--- src/hdl/cpuCore_cfg.svh ---
`ifndef CPU_CORE_CFG_SVH
`define CPU_CORE_CFG_SVH

// Data and instruction word width
`define CPU_WORD_W 16

// Width of the Wishbone address and of the PC
`define CPU_ADDR_W 16

// Address of the first instruction fetch
`define CPU_RESET_PC 16'h0000

// Zero, carry, negative and overflow
`define CPU_NUM_FLAGS 4

`endif
--- src/hdl/ctrlPkg.sv ---
`default_nettype none

package ctrlPkg;

    typedef enum logic [2:0] {
        fetch   = 3'd0,  // Read instruction at PC
        operand = 3'd1,  // Decode, optional operand read
        execute = 3'd2,
        store   = 3'd3,  // Write result to (A)
        halted  = 3'd4   // Left only by reset
    } seqState_t;

    typedef enum logic [1:0] {
        hold      = 2'd0,
        increment = 2'd1,
        relative  = 2'd2   // Add sign-extended offset
    } pcSel_t;

endpackage

`default_nettype wire

--- src/hdl/isaPkg.sv ---
`default_nettype none

`include "cpuCore_cfg.svh"

package isaPkg;

    typedef logic [`CPU_WORD_W-1:0] word_t;      // Data or instruction word
    typedef logic [`CPU_ADDR_W-1:0] addr_t;
    typedef logic [`CPU_NUM_FLAGS-1:0] flags_t;

    // Bit positions inside flags_t
    localparam int unsigned flagZero  = 0;
    localparam int unsigned flagCarry = 1;
    localparam int unsigned flagNeg   = 2;
    localparam int unsigned flagOvf   = 3;

    typedef enum logic [2:0] {
        alu     = 3'd0,  // Register ALU operation
        imm     = 3'd1,  // ALU operation with 8-bit immediate
        jump    = 3'd2,
        flagSet = 3'd3,  // Set or clear one flag
        branch  = 3'd4,  // Conditional on one flag
        invalid = 3'd5
    } instrClass_t;

    typedef enum logic [3:0] {
        add   = 4'd0,
        andOp = 4'd1,
        sub   = 4'd2,
        orOp  = 4'd3,
        xorOp = 4'd4,
        passB = 4'd5,
        passA = 4'd6   // Any code above 5 acts the same
    } aluFunc_t;

    // Codes 000 to 011 name a register, 000 reads zero
    typedef logic [2:0] srcMode_t;
    localparam srcMode_t srcNextWord = 3'b100;  // Word after the instruction
    localparam srcMode_t srcMemA     = 3'b110;  // Memory at address in A

    typedef logic [2:0] dest_t;
    localparam dest_t destNone = 3'b000;  // Result discarded
    localparam dest_t destA    = 3'b001;
    localparam dest_t destB    = 3'b010;
    localparam dest_t destC    = 3'b011;
    localparam dest_t destMem  = 3'b100;  // Memory at address in A

endpackage

`default_nettype wire

--- src/hdl/cpuCore.sv ---
`timescale 1ns/1ps
`default_nettype none

module cpuCore (
    input  wire logic           clk,
    input  wire logic           rst,
    output logic                cyc,     // Wishbone classic master
    output logic                stb,
    output logic                we,
    output isaPkg::addr_t       adr,
    output isaPkg::word_t       datOut,
    input  wire isaPkg::word_t  datIn,
    input  wire logic           ack,
    output logic                halted
);

    // Decoded instruction fields
    isaPkg::instrClass_t instrClass;
    isaPkg::aluFunc_t aluFunc;
    isaPkg::srcMode_t srcMode;
    logic [1:0] srcReg;
    isaPkg::dest_t dest;
    isaPkg::word_t immValue;
    isaPkg::word_t jumpOffset;
    logic branchTaken;

    // Sequencer strobes and bus request
    logic loadInstr, busReq, busWrite, busDone;
    logic regWrite, flagWrite, flagLoad, operandLoad;
    isaPkg::addr_t busAddr;
    isaPkg::word_t busWData;
    isaPkg::word_t busRData;
    ctrlPkg::pcSel_t pcSel;

    // Datapath state seen by the others
    isaPkg::addr_t pc;
    isaPkg::word_t regA;
    isaPkg::flags_t flags;
    isaPkg::word_t aluResult;

    instrDecoder decoder (.instrIn(busRData), .*);

    controlSequencer sequencer (.*);

    dataPath datapath (.*);

    wbMaster busMaster (.*);

endmodule

`default_nettype wire

--- src/hdl/wbMaster.sv ---
`timescale 1ns/1ps
`default_nettype none

module wbMaster (
    input  wire logic           clk,
    input  wire logic           rst,
    input  wire logic           busReq,    // One-cycle request
    input  wire logic           busWrite,
    input  wire isaPkg::addr_t  busAddr,
    input  wire isaPkg::word_t  busWData,
    input  wire logic           ack,
    input  wire isaPkg::word_t  datIn,
    output logic                busDone,
    output isaPkg::word_t       busRData,
    output logic                cyc,
    output logic                stb,
    output logic                we,
    output isaPkg::addr_t       adr,
    output isaPkg::word_t       datOut
);

    always_ff @(posedge clk or posedge rst) begin
        if (rst) begin
            cyc     <= 1'b0;
            stb     <= 1'b0;
            we      <= 1'b0;
            busDone <= 1'b0;
        end else begin
            busDone <= 1'b0;
            if (busReq) begin
                cyc <= 1'b1;
                stb <= 1'b1;
                we  <= busWrite;
            end else if (stb && ack) begin  // Drop strobes after ack
                cyc     <= 1'b0;
                stb     <= 1'b0;
                we      <= 1'b0;
                busDone <= 1'b1;
            end
        end
    end

    always_ff @(posedge clk) begin
        if (busReq) begin
            adr    <= busAddr;
            datOut <= busWData;
        end
        if (stb && ack) busRData <= datIn;
    end

endmodule

`default_nettype wire

--- src/hdl/dataPath.sv ---
`timescale 1ns/1ps
`default_nettype none

`include "cpuCore_cfg.svh"

module dataPath (
    input  wire logic                 clk,
    input  wire logic                 rst,
    input  wire isaPkg::aluFunc_t     aluFunc,
    input  wire isaPkg::srcMode_t     srcMode,   // Flag value and index on F-type
    input  wire logic [1:0]           srcReg,
    input  wire isaPkg::dest_t        dest,
    input  wire isaPkg::word_t        immValue,
    input  wire isaPkg::word_t        jumpOffset,
    input  wire isaPkg::instrClass_t  instrClass,
    input  wire ctrlPkg::pcSel_t      pcSel,
    input  wire logic                 regWrite,
    input  wire logic                 flagWrite,
    input  wire logic                 flagLoad,
    input  wire logic                 operandLoad,
    input  wire isaPkg::word_t        busRData,
    output isaPkg::addr_t             pc,
    output isaPkg::word_t             regA,
    output isaPkg::flags_t            flags,
    output isaPkg::word_t             aluResult
);

    localparam int W = `CPU_WORD_W;

    isaPkg::word_t regB;
    isaPkg::word_t regC;
    isaPkg::word_t memOperand;  // Word read in the operand state
    isaPkg::word_t aluInA;
    isaPkg::word_t aluInB;
    isaPkg::addr_t pcOffset;
    isaPkg::flags_t newFlags;
    logic [W:0] wideRes;        // Top bit is carry or borrow

    function automatic isaPkg::word_t readReg(input logic [1:0] idx, input isaPkg::word_t a,
                                              input isaPkg::word_t b, input isaPkg::word_t c);
        case (idx)
            2'd1: return a;
            2'd2: return b;
            2'd3: return c;
            default: return '0;  // Code 0 reads zero
        endcase
    endfunction

    always_comb begin
        if (instrClass == isaPkg::imm) begin
            aluInA = readReg(srcReg, regA, regB, regC);
            aluInB = immValue;
        end else begin
            aluInA = srcMode[2] ? memOperand : readReg(srcMode[1:0], regA, regB, regC);
            aluInB = readReg(srcReg, regA, regB, regC);
        end
    end

    always_comb begin
        case (aluFunc)
            isaPkg::add:   wideRes = {1'b0, aluInA} + {1'b0, aluInB};
            isaPkg::sub:   wideRes = {1'b0, aluInA} - {1'b0, aluInB};
            isaPkg::andOp: wideRes = {1'b0, aluInA & aluInB};
            isaPkg::orOp:  wideRes = {1'b0, aluInA | aluInB};
            isaPkg::xorOp: wideRes = {1'b0, aluInA ^ aluInB};
            isaPkg::passB: wideRes = {1'b0, aluInB};
            default:       wideRes = {1'b0, aluInA};
        endcase
        aluResult = wideRes[W-1:0];
        newFlags = '0;
        newFlags[isaPkg::flagZero] = (aluResult == '0);
        newFlags[isaPkg::flagNeg]  = aluResult[W-1];
        if (aluFunc == isaPkg::add) begin
            newFlags[isaPkg::flagCarry] = wideRes[W];
            newFlags[isaPkg::flagOvf] = (aluInA[W-1] == aluInB[W-1]) &&
                                        (aluResult[W-1] != aluInA[W-1]);
        end else if (aluFunc == isaPkg::sub) begin
            newFlags[isaPkg::flagCarry] = wideRes[W];  // Borrow
            newFlags[isaPkg::flagOvf] = (aluInA[W-1] != aluInB[W-1]) &&
                                        (aluResult[W-1] != aluInA[W-1]);
        end
    end

    // Branches carry an 8-bit offset, jumps a 15-bit one
    assign pcOffset = (instrClass == isaPkg::branch) ? isaPkg::addr_t'(immValue) :
                                                       isaPkg::addr_t'(jumpOffset);

    always_ff @(posedge clk or posedge rst) begin
        if (rst) begin
            regA  <= '0;
            regB  <= '0;
            regC  <= '0;
            flags <= '0;
            pc    <= `CPU_RESET_PC;
        end else begin
            if (regWrite) begin
                case (dest)
                    isaPkg::destA: regA <= aluResult;
                    isaPkg::destB: regB <= aluResult;
                    isaPkg::destC: regC <= aluResult;
                    default: ;
                endcase
            end
            if (flagWrite) begin
                flags <= newFlags;
            end else if (flagLoad) begin
                flags[srcMode[1:0]] <= srcMode[2];
            end
            case (pcSel)
                ctrlPkg::increment: pc <= pc + 1'b1;
                ctrlPkg::relative:  pc <= pc + pcOffset;
                default: ;
            endcase
        end
    end

    always_ff @(posedge clk) begin
        if (operandLoad) memOperand <= busRData;
    end

endmodule

`default_nettype wire

--- src/hdl/controlSequencer.sv ---
`timescale 1ns/1ps
`default_nettype none

module controlSequencer (
    input  wire logic                 clk,
    input  wire logic                 rst,
    input  wire isaPkg::instrClass_t  instrClass,
    input  wire isaPkg::srcMode_t     srcMode,
    input  wire isaPkg::dest_t        dest,
    input  wire logic                 branchTaken,
    input  wire logic                 busDone,
    input  wire isaPkg::word_t        aluResult,
    input  wire isaPkg::word_t        regA,
    input  wire isaPkg::addr_t        pc,
    output logic                      loadInstr,
    output logic                      busReq,
    output logic                      busWrite,
    output isaPkg::addr_t             busAddr,
    output isaPkg::word_t             busWData,
    output ctrlPkg::pcSel_t           pcSel,
    output logic                      regWrite,
    output logic                      flagWrite,
    output logic                      flagLoad,
    output logic                      operandLoad,
    output logic                      halted
);

    ctrlPkg::seqState_t state;
    ctrlPkg::seqState_t nextState;
    logic busy;         // Bus access outstanding
    logic needOperand;

    assign needOperand = (instrClass == isaPkg::alu) && srcMode[2];

    always_ff @(posedge clk or posedge rst) begin
        if (rst) begin
            state <= ctrlPkg::fetch;
            busy  <= 1'b0;
        end else begin
            state <= nextState;
            if (busReq) begin
                busy <= 1'b1;
            end else if (busDone) begin
                busy <= 1'b0;
            end
        end
    end

    always_comb begin
        nextState = state;
        case (state)
            ctrlPkg::fetch: if (busDone) nextState = ctrlPkg::operand;
            ctrlPkg::operand: begin
                if (instrClass == isaPkg::invalid) begin
                    nextState = ctrlPkg::halted;
                end else if (!needOperand || busDone) begin
                    nextState = ctrlPkg::execute;
                end
            end
            ctrlPkg::execute: begin
                if (dest == isaPkg::destMem) begin
                    nextState = ctrlPkg::store;
                end else begin
                    nextState = ctrlPkg::fetch;
                end
            end
            ctrlPkg::store: if (busDone) nextState = ctrlPkg::fetch;
            default: nextState = ctrlPkg::halted;
        endcase
    end

    always_comb begin
        loadInstr   = 1'b0;
        busReq      = 1'b0;
        busWrite    = 1'b0;
        busAddr     = pc;
        pcSel       = ctrlPkg::hold;
        regWrite    = 1'b0;
        flagWrite   = 1'b0;
        flagLoad    = 1'b0;
        operandLoad = 1'b0;
        case (state)
            ctrlPkg::fetch: begin
                busReq    = !busy;
                loadInstr = busDone;
                if (busDone) pcSel = ctrlPkg::increment;
            end
            ctrlPkg::operand: begin
                if (needOperand) begin
                    busReq      = !busy;
                    operandLoad = busDone;
                    if (srcMode == isaPkg::srcNextWord) begin
                        if (busDone) pcSel = ctrlPkg::increment;  // Skip operand word
                    end else begin
                        busAddr = isaPkg::addr_t'(regA);
                    end
                end
            end
            ctrlPkg::execute: begin
                case (instrClass)
                    isaPkg::alu, isaPkg::imm: begin
                        regWrite  = 1'b1;  // Datapath ignores memory destination
                        flagWrite = 1'b1;
                    end
                    isaPkg::jump: pcSel = ctrlPkg::relative;
                    isaPkg::flagSet: flagLoad = 1'b1;
                    isaPkg::branch: if (branchTaken) pcSel = ctrlPkg::relative;
                    default: ;
                endcase
            end
            ctrlPkg::store: begin
                busReq   = !busy;
                busWrite = 1'b1;
                busAddr  = isaPkg::addr_t'(regA);
            end
            default: ;
        endcase
    end

    assign busWData = aluResult;  // Stable from execute through store
    assign halted   = (state == ctrlPkg::halted);

endmodule

`default_nettype wire

--- src/hdl/instrDecoder.sv ---
`timescale 1ns/1ps
`default_nettype none

module instrDecoder (
    input  wire logic                 clk,
    input  wire logic                 rst,
    input  wire logic                 loadInstr,   // Fetch data valid
    input  wire isaPkg::word_t        instrIn,
    input  wire isaPkg::flags_t       flags,
    output isaPkg::instrClass_t       instrClass,
    output isaPkg::aluFunc_t          aluFunc,
    output isaPkg::srcMode_t          srcMode,
    output logic [1:0]                srcReg,
    output isaPkg::dest_t             dest,
    output isaPkg::word_t             immValue,
    output isaPkg::word_t             jumpOffset,
    output logic                      branchTaken
);

    isaPkg::word_t ir;  // Instruction register
    logic aluModeOk;

    always_ff @(posedge clk or posedge rst) begin
        if (rst) begin
            ir <= '0;
        end else if (loadInstr) begin
            ir <= instrIn;
        end
    end

    // Absolute and stack-indexed source modes are not supported
    assign aluModeOk = !ir[11] || (ir[11:9] == isaPkg::srcNextWord) ||
                       (ir[11:9] == isaPkg::srcMemA);

    always_comb begin
        instrClass = isaPkg::invalid;
        aluFunc    = isaPkg::passA;
        srcMode    = ir[11:9];
        srcReg     = ir[4:3];  // Source 2 of A-type
        dest       = isaPkg::destNone;
        casez (ir[15:12])
            4'b1???: instrClass = isaPkg::jump;
            4'b01??: begin
                if (!ir[11]) begin  // Bits 11:9 are source and destination
                    instrClass = isaPkg::imm;
                    aluFunc    = isaPkg::aluFunc_t'({2'b00, ir[13:12]});
                    srcReg     = ir[10:9];
                    dest       = ir[11:9];
                end
            end
            4'b0000: begin
                if (aluModeOk && (ir[2:0] <= isaPkg::destMem)) begin
                    instrClass = isaPkg::alu;
                    aluFunc    = isaPkg::aluFunc_t'(ir[8:5]);
                    dest       = ir[2:0];
                end
            end
            4'b0010: begin
                if (ir[11]) begin
                    instrClass = isaPkg::flagSet;
                end else begin
                    instrClass = isaPkg::branch;
                end
                srcMode = ir[10:8];  // New value and flag index
            end
            default: ;
        endcase
    end

    assign immValue   = isaPkg::word_t'($signed(ir[7:0]));
    assign jumpOffset = isaPkg::word_t'($signed(ir[14:0]));

    // Chosen flag must equal bit 10
    assign branchTaken = (instrClass == isaPkg::branch) && (flags[ir[9:8]] == ir[10]);

endmodule

`default_nettype wire

--- config.mk ---
export PLATFORM = sky130hd
export DESIGN_NAME = cpuCore
export DESIGN_NICKNAME = d
export VERILOG_FILES = /design/src/hdl/ctrlPkg.sv /design/src/hdl/isaPkg.sv /design/src/hdl/cpuCore.sv /design/src/hdl/wbMaster.sv /design/src/hdl/dataPath.sv /design/src/hdl/controlSequencer.sv /design/src/hdl/instrDecoder.sv
export VERILOG_INCLUDE_DIRS = /design/src /design/src/hdl
export SDC_FILE = /design/constraint.sdc
export NUM_CORES = 1
export LEC_CHECK = 0
export ABC_AREA = 1
export BUFFER_PORTS_ARGS = -buffer_cell sky130_fd_sc_hd__buf_2
export CORE_MARGIN = 1.5
export CORE_UTILIZATION = 50
export CTS_CLUSTER_SIZE = 12
export DETAILED_ROUTE_END_ITERATION = 10
export GPL_ROUTABILITY_DRIVEN = 1
export GPL_TIMING_DRIVEN = 0
export PLACE_DENSITY = 0.74
export SYNTH_ARGS = -nofsm -noshare
export SYNTH_HDL_FRONTEND = slang
export SYNTH_SLANG_ARGS = --single-unit
--- constraint.sdc ---
create_clock -name clk -period 5.5 [get_ports clk]
set_input_delay 0.825 -clock clk [delete_from_list [all_inputs] [get_ports clk]]
set_output_delay 0.825 -clock clk [all_outputs]
set_load 0.01 [all_outputs]
# Yosys cells after proc, flatten, opt, wreduce, memory -nomap -nowiden

Cells that the tools add are included.

Register bits after elaboration: 155
Latch bits: 0
Bits in writable memories: 0
Memory bits (read-only): 0
Input bits: 19
Output and inout bits: 36
Word-level logic and storage cells: 156
Memories kept: 0

$add $sub $neg: 4
$mul: 0
Div/mod/pow operators: 0
Magnitude comparators: 4
Equal/unequal tests: 38
Shifts and indexed selects: 0
Muxes and demuxes: 64
Bitwise gates (word level): 3
Reductions and logical operators: 28

Operator list:

| operator                | count |
|---|---|
| $pmux W17 S6            | 1 |
| $mux W16                | 6 |
| $pmux W16 S3            | 2 |
| $pmux W16 S2            | 2 |
| $mux W3                 | 10 |
| $pmux W3 S4             | 2 |
| $mux W1                 | 23 |
| $eq A3 B3 Y1 const B    | 7 |
| $eq A3 B2 Y1 const B    | 6 |
| $add A16 B16 Y17        | 1 |
| $sub A16 B16 Y17        | 1 |
| $add A16 B1 Y16 const B | 1 |
| $add A16 B16 Y16        | 1 |
| $and A16 B16 Y16        | 1 |
| $logic_not A16 Y1       | 1 |
| $or A16 B16 Y16         | 1 |
| $xor A16 B16 Y16        | 1 |
| $mux W2                 | 7 |
| $eq A4 B2 Y1 const B    | 3 |
| $mux W4                 | 3 |
| $eq A2 B2 Y1 const B    | 5 |
| $eq A3 B1 Y1 const B    | 3 |
| $eq A2 B1 Y1 const B    | 4 |
| $eq A4 B3 Y1 const B    | 2 |
| 25 further kinds        | 47 |

# Logic depth before layout (Yosys ltp)

Gate-level depths: netlist of the first run.

Depth in word-level cells: 15
Depth in mapped cells: 34
Gate-level depth less buffers: 34

# Modules after synthesis

A second synthesis of the first run with hierarchy kept.

Cell total of the unflattened synthesis: 1628
Area, all modules: 11741.3 um^2

Modules (own cells, without submodules):

| module           | instances | cells each | area an instance (um^2) | sequential area each (um^2) |
|---|---|---|---|---|
| dataPath         | 1         | 1250       | 8115.3                  | 2182.1 |
| wbMaster         | 1         | 62         | 1564.0                  | 1516.5 |
| instrDecoder     | 1         | 145        | 1142.3                  | 400.4 |
| controlSequencer | 1         | 171        | 919.6                   | 100.1 |

# Worst setup path after synthesis of the first run

Ideal clock, no wire load.

Path kind: reg2reg
From: register decoder.ir[14]
To: register datapath.pc[10]
Library setup time: 134 ps
Arrival time: 4902 ps
Required time: 5366 ps
Setup slack: 464 ps
Cell stages (with the launch flop): 24
Buffers on the path: 2
Period minus slack after synthesis: 5036 ps
Cells stage by stage: dfrtp_1 -> nor2_4 -> nand2_2 -> inv_1 -> o21ai_1 -> buf_2 -> nor2_1 -> inv_1 -> nor3_1 -> a21oi_1 -> ha_1 -> clkbuf_1 -> nand2_1 -> ha_1 -> inv_1 -> fa_1 -> o21ai_0 -> a21oi_1 -> or2_2 -> nand2_1 -> a21oi_1 -> or2_2 -> nand3_1 -> o21ai_0

Word-level cells in the longest chain between the ends: 9
Elaborated cells between the ends (all ways): 22
Classes of those cells: 1 x add/sub; 7 x eq/ne; 9 x mux; 5 x reduce/logical

RTL lines:

| element                                                  | RTL line           | RTL |
|---|---|---|
| start, declared                                          | instrDecoder.sv:20 | `isaPkg::word_t ir;` |
| start signal, assigned                                   | instrDecoder.sv:27 | `ir <= instrIn;` |
| branches (longest 9 deep; another with $add A16 B16 Y16) | -                  |  |
| end signal, assigned                                     | dataPath.sv:94     | `` pc <= `CPU_RESET_PC; `` |
| end signal, assigned                                     | dataPath.sv:110    | `ctrlPkg::increment: pc <= pc + 1'b1;` |
| end signal, assigned                                     | dataPath.sv:111    | `ctrlPkg::relative: pc <= pc + pcOffset;` |
| end, declared                                            | dataPath.sv:22     | `output isaPkg::addr_t pc,` |

Several ways; the timed one is not identified.
A chain may end at the register's enable or synchronous reset.

# Final worst setup path of the first run

From: register decoder.ir[11]
To: register datapath.flags[0]

Word-level cells in the longest chain between the ends: 12
Elaborated cells between the ends (all ways): 48
Classes of those cells: 2 x add/sub; 12 x eq/ne; 22 x mux; 3 x bitwise; 9 x reduce/logical

RTL lines:

| element                                                 | RTL line           | RTL |
|---|---|---|
| $eq A3 B3 Y1 / $logic_not A1 Y1 (equally long branches) | instrDecoder.sv:32 | `assign aluModeOk = !ir[11] \|\| (ir[11:9] == isaPkg::srcNextWord) \|\|` |
| $logic_or A1 B1 Y1 (2 in series)                        | instrDecoder.sv:32 |  |
| $logic_and A1 B1 Y1                                     | instrDecoder.sv:52 | `if (aluModeOk && (ir[2:0] <= isaPkg::destMem)) begin` |
| $mux W3                                                 | instrDecoder.sv:52 |  |
| $pmux W3 S4                                             | instrDecoder.sv:41 | `casez (ir[15:12])` |
| $eq A3 B1 Y1                                            | dataPath.sv:50     | `if (instrClass == isaPkg::imm) begin` |
| $mux W16                                                | dataPath.sv:50     |  |
| $sub A16 B16 Y17, or another cell as far along          | dataPath.sv:62     | `isaPkg::sub: wideRes = {1'b0, aluInA} - {1'b0, aluInB};` |
| $pmux W17 S6 *                                          | dataPath.sv:60     | `case (aluFunc)` |
| via aluResult[5]                                        | cpuCore.sv:39      | `isaPkg::word_t aluResult;` |
| $logic_not A16 Y1 *                                     | dataPath.sv:71     | `newFlags[isaPkg::flagZero] = (aluResult == '0);` |
| $mux W4 *                                               | dataPath.sv:104    | `if (flagWrite) begin` |
| end signal, assigned                                    | dataPath.sv:105    | `flags <= newFlags;` |
| end signal, assigned by index                           | dataPath.sv:107    | `flags[srcMode[1:0]] <= srcMode[2];` |
| end, declared                                           | dataPath.sv:24     | `output isaPkg::flags_t flags,` |

Mark *: on every way through the listed nets, which the timed path passes. The rest lies on a longest branch. The select of a mux whose other input is x is not followed.

==> results.yml, run 1 <==
floorplan:
  die_x_um: 150
  core_sq_um: 21100
  dieArea_sq_um: 22400
  ios: 55
  num_rows: 53
  die_h_um: 150
  initial_utilization: 0.511
clock_tree:
  cts_htree_levels: 4
  clk-insertion-delay-late_ns: 0.44
  hold_buffers: 0
  cts_buffers: 17
  clock_sinks: 155
  cts-root-buf: "clkbuf_16"
  tritoncts: "done"
  cts_buffer_depth: 2
  path_clk_slew_ns: 0.08
timing:
  worst_slew_margin_rel: 0.441
  setup_violations: 0
  clock_skew_ns: 0.0144
  slew_violations: 0
  tightest_slew_ns: 0.833
  fmax_mhz: 191
  min_period_ns: 5.24
  fin_crit_sh: 0.953
  final_hold_viol_count: 0
synthesis:
  seq_area_frac_synth: 0.390
  yosysUniqueCellTypes: 55
  ys.flop_type: "dfrtp_1"
  yosysMostFrequentCell: "nand2_1"
  ys_ff_latch: 155
  yosys_warnings: 0
  synth_area_leaders: "dfrtp_1 (21%), edfxtp_1 (18%), nand2_1 (14%), ha_1 (7.0%), nand3_1 (5.9%)"
  avgSynthCellArea_sq_um: 7.43
  synth_top_area_share: 0.211
  yosys.area.top_type: "dfrtp_1"
  ys_top_cells_by_count: "nand2_1 (415), inv_1 (169), nand3_1 (128)"
  synth-edff-count: 64
  netlist_area_sq_um: 10800
  postSynth.asyncResetShare: 0.587
  postSynthCellCount: 1449
  synth_nets: 1530
grt:
  grt_pass1_wl_mm: 53.0
  grt_pass1_vias: 9430
  grt_max_degree: 68
  grt_remaining_overflow: 0
  antenna_found_initial: 0
  grt_use_total: 0.315
critical_path:
  critPathRequiredTime_ns: 5.87
  ff2ff_path_depth: 28
  cp_num_cells: 28
  crit_family: "simple AND/OR/NAND/NOR gates"
  crit_slowest_cell: "dfrtp_1"
  worst-path-buf-inv: 5
  arrival_ns: 5.61
  cpMostUsedCell: "nand2_1"
  critPathCaptureType: "flip-flop"
  slowest_delay_ns: 0.48
  crit_path_max_fanout: 10
  critPathLaunchType: "flip-flop"
  critPathKind: "flip-flop to flip-flop"
drt:
  wire_per_inst_um: 19.0
  drc_errors: 0
  ant_nets: 0
  drt_iter0_drc: 1235
  routed_wirelength_mm: 34.4
  vias: 10500
  routed_via_density: 5.77
  dr.pass1.iters: 5
placement:
  post-dp-hpwl_mm: 26.7
  placed_cells: 1781
  io_buffers: 54
  gp_congestion: 0.968
final_layout:
  diodes: 0
  drive_gt1_frac: 0.137
  area.growth.synth_to_final_pct: 12.2
  fin_cells: 1813
  nNetsFinal: 1606
job:
  cap_viol_max_count: 0
status:
  outcome: "complete, no violations"
worst_hold_path:
  hold_path_class: "input port to asynchronous set/reset pin"
==> logic make-up (layout without fill, tap and decap cells) <==
group           Yosys count  in the layout  share of synthesized area
simple gates            741            741                      0.310
compound gates          241            241                      0.125
buf+inv                 229            318                     0.0846
flops                   155            155                      0.390
fa+ha+maj                62             62                     0.0734
xor+xnor                 21             21                     0.0171
==> routing by layer <==
layer / track usage / routed length, um / up-vias
li1: - / - / 4948
met1: 0.440 / 14700 / 4916
met2: 0.480 / 15200 / 523
met3: 0.0555 / 3130 / 82
met4: 0.132 / 1310 / 0
met5: 0 / 0 / -
==> worst paths after layout <==
path                                             from                     end  slack, ns
max in group asynchronous                         rst           decoder.ir[1]       4.46
min in group clk                busMaster.busRData[9]  datapath.memOperand[9]       0.45
worst max register to register         decoder.ir[11]       datapath.flags[0]       0.26
worst min-delay path                              rst        datapath.regA[5]       0.37
worst min register to register  busMaster.busRData[9]  datapath.memOperand[9]       0.45
worst max-delay path                   decoder.ir[11]       datapath.flags[0]       0.26
==> final cells by class <==
| type | instances | area (sq um) |
|---|---|---|
| inverter | 193 | 729 |
| buffer | 36 | 184 |
| sequential | 155 | 4200 |
| multi-input combinational | 1065 | 5700 |
| clock inverter | 15 | 173 |
| timing repair buffer | 57 | 329 |
| tap | 275 | 344 |
| fill | 1977 | 9000 |
| clock buffer | 17 | 425 |
==> worst reg2reg max path: cells and delay by family (launching register included) <==
family	cells	cell delay, ns
buf+inv	5	0.71
fa+ha+maj	1	0.34
simple gates	20	3.33
xor+xnor	1	0.16
flops	1	0.48
compound gates	1	0.14
==> metrics by stage <==
step	utilization	cell area, sq um	setup TNS, ns	hold slack [ns]	setup WS, ns
CTS	0.572	12100	0	0.387	0.212
detailed placement	0.543	11500	0	0.432	0.265
global route	0.573	12100	-0.00553	0.409	-0.00553
global placement	0.540	11400	-6.82	0.430	-1.08
finish	0.573	12100	0	0.373	0.259
floorplan	-	10800	0	0.427	0.464
==> layout by cell type (no fill, tap or decap), types with 7 or more instances in the layout <==
master,netlist,layout
a21oi_1,71,69
nor2_1,95,94
inv_1,169,168
edfxtp_1,64,64
o211ai_1,7,7
nand2_1,415,415
xor2_1,20,20
clkbuf_1,19,19
nand4_1,20,20
nor2_4,5,7
inv_2,22,22
dfrtp_1,91,91
nand3_1,128,127
nor3_1,9,8
nor2_2,11,10
o221ai_1,11,11
ha_1,60,60
buf_2,9,63
o21ai_1,26,26
o21ai_0,100,100
nand2_2,19,19
or2_2,10,10
clkbuf_16,0,17
==> registers in the layout, indices dropped and copies added (netlist names) <==
name and count:
busMaster.adr 16, busMaster.busDone 1, busMaster.busRData 16, busMaster.cyc 1, busMaster.datOut 16, busMaster.we 1, datapath.flags 4, datapath.memOperand 16
datapath.pc 16, datapath.regA 16, datapath.regB 16, datapath.regC 16, decoder.ir 16, sequencer.busy 1, sequencer.state 3
==> what timing repair did <==
| item | 4_1_cts | 5_1_grt |
|---|---|---|
| resized for setup | 0 | 6 |
| buffers inserted | 0 | 0 |
| setup endpoints to repair | 0 | 4 |
Power of run 1 is not shown: default switching activity piles up to over one toggle a cycle in this logic, so the estimate is an artifact.
==> run 2: changes to the inputs <==
CELL_PAD_IN_SITES_DETAIL_PLACEMENT = 0   (was unset)
CELL_PAD_IN_SITES_GLOBAL_PLACEMENT = 1   (was unset)
CORE_UTILIZATION = 46   (was 50)
CTS_CLUSTER_DIAMETER = 40   (was unset)
PLACE_DENSITY = unset   (was 0.74)
PLACE_DENSITY_LB_ADDON = 0.1   (was unset)
==> results.yml, run 2 (synthesized netlist as in run 1, its figures left out) <==
final_layout:
  layout_commonest_cell: "nand2_1"
  postLayoutCellArea_sq_um: 12200
  nFillCells: 2212
  fin_cells: 1851
  diodes: 0
  final_cell_mix: "nand2_1 (415), inv_1 (168), nand3_1 (128)"
  area.growth.synth_to_final_pct: 12.9
  drive_gt1_frac: 0.135
  final_util: 0.534
  nNetsFinal: 1606
floorplan:
  ios: 55
  dieArea_sq_um: 24300
  core_sq_um: 22800
  die_x_um: 156
  initial_utilization: 0.473
  num_rows: 55
  die_h_um: 156
clock_tree:
  clk-insertion-delay-late_ns: 0.43
  cts_buffer_depth: 2
  path_clk_slew_ns: 0.07
  clock_sinks: 155
  cts_setup_buffers: 0
  cts_htree_levels: 4
  cts_buffers: 17
  cts-root-buf: "clkbuf_16"
  hold_buffers: 0
  tritoncts: "done"
critical_path:
  r2r-start: "decoder.ir[11]"
  critPathKind: "flip-flop to flip-flop"
  r2r_setup_slack_ns: 0.37
  critPathLaunchType: "flip-flop"
  critPathCaptureType: "flip-flop"
  cpMostUsedCell: "nand3_1"
  crit_slowest_cell: "dfrtp_1"
  critPathRequiredTime_ns: 5.86
  slowest_delay_ns: 0.48
  regToRegEndpoint: "datapath.flags[0]"
  crit_path_max_fanout: 10
  ff2ff_path_depth: 29
  crit_end: "datapath.flags[0]"
  arrival_ns: 5.49
  crit_start: "decoder.ir[11]"
timing:
  whs_ns: 0.374
  rsz0062_at_grt: "no"
  fin_crit_sh: 0.932
  slew_violations: 0
  fin_setup_tns_ns: 0
  final_hold_viol_count: 0
  worst_slew_margin_rel: 0.301
  setup_violations: 0
  fmax_mhz: 195
  min_period_ns: 5.13
  clock_skew_ns: 0.0139
  tightest_slew_ns: 1.04
power:
  power_leakage_nw: 5.74
  ir_drop_v: 0.000313
  power_density_nw_per_um2: 724
drt:
  routed_via_density: 5.42
  drc_errors: 0
  routed_wirelength_mm: 35.0
  dr.pass1.iters: 5
  drt_iter0_drc: 907
  wire_per_inst_um: 18.9
  vias: 10000
  ant_nets: 0
placement:
  post-dp-hpwl_mm: 27.9
  gp_congestion: 0.948
  placed_cells: 1819
  io_buffers: 54
  placed_area_sq_um: 11500
grt:
  grt_pass1_wl_mm: 54.0
  grt_remaining_overflow: 0
  antenna_found_initial: 0
  grt_use_total: 0.297
  grt_pass1_vias: 9240
  grt_max_degree: 67
worst_hold_path:
  hold_path_class: "input port to asynchronous set/reset pin"
status:
  outcome: "complete, no violations"
job:
  cap_viol_max_count: 0
-- run 2: cell types whose count changed in the layout (fill, tap and decap cells not counted), sizes merged --
cell | before | now
inv | 200 | 198
clkbuf | 36 | 38
bufinv | 0 | 3
clkinv | 7 | 5
clkinvlp | 1 | 0
-- run 2: worst min-delay path by stage --
stage                               to  slack, ns  cells after the start
2_1_floorplan   datapath.memOperand[0]       0.43                      0
3_3_place_gp    datapath.memOperand[4]       0.43                      0
3_5_place_dp   datapath.memOperand[14]       0.43                      0
4_1_cts               datapath.regA[9]       0.37                      2
5_1_grt               datapath.regA[9]       0.40                      2
6_report              datapath.regA[9]       0.37                      2
-- run 2: layout make-up --
class                      count  area [sq um]  area share
clock inverter                13           184      0.0151
sequential                   155          4200       0.345
clock buffer                  19           433      0.0356
multi-input combinational   1065          5710       0.469
buffer                        36           184      0.0151
timing repair buffer          57           329      0.0271
tap                          313           392      0.0322
inverter                     193           729      0.0600
-- run 2: metrics by stage --
step	total power, mW	worst slack, ns
after floorplan	5.71	0.464
after global placement	7.38	-1.13
after detailed placement	7.43	0.326
after CTS	8.71	0.286
after global routing	9.52	0.0529
final	8.81	0.373
-- run 2: timing repair --
item,in CTS,in global routing
gates resized for setup,0,7
hold endpoints to repair,0,0
setup endpoints to repair,0,2
-- run 2: per-layer routing --
metal	track usage	wire [um]	vias to the layer above
met5	0	0	-
met4	0.0721	612	0
met3	0.0444	2440	35
met2	0.476	16000	335
met1	0.422	15900	4739
li1	-	-	4926
-- run 2: worst max-delay path, delay by kind of cell, from the launching register on --
kind	cells	cell delay, ns
AOI/OAI and AO/OA	4	0.89
xor gates and xnor gates	1	0.16
adders and majority gates	2	0.57
buffers and inverters	4	0.57
DFF	1	0.48
and+or+nand+nor	18	2.39
-- run 2: power by group --
part | switching, mW | leakage (nW) | internal [mW] | total [mW]
logic | 4.03 | 3.62 | 1.68 | 5.70
clock network | 0.523 | 0.304 | 0.732 | 1.26
registers | 0.240 | 1.82 | 1.61 | 1.85
total | 4.79 | 5.74 | 4.02 | 8.81
Note: power is estimated with default switching activity, not from simulation.
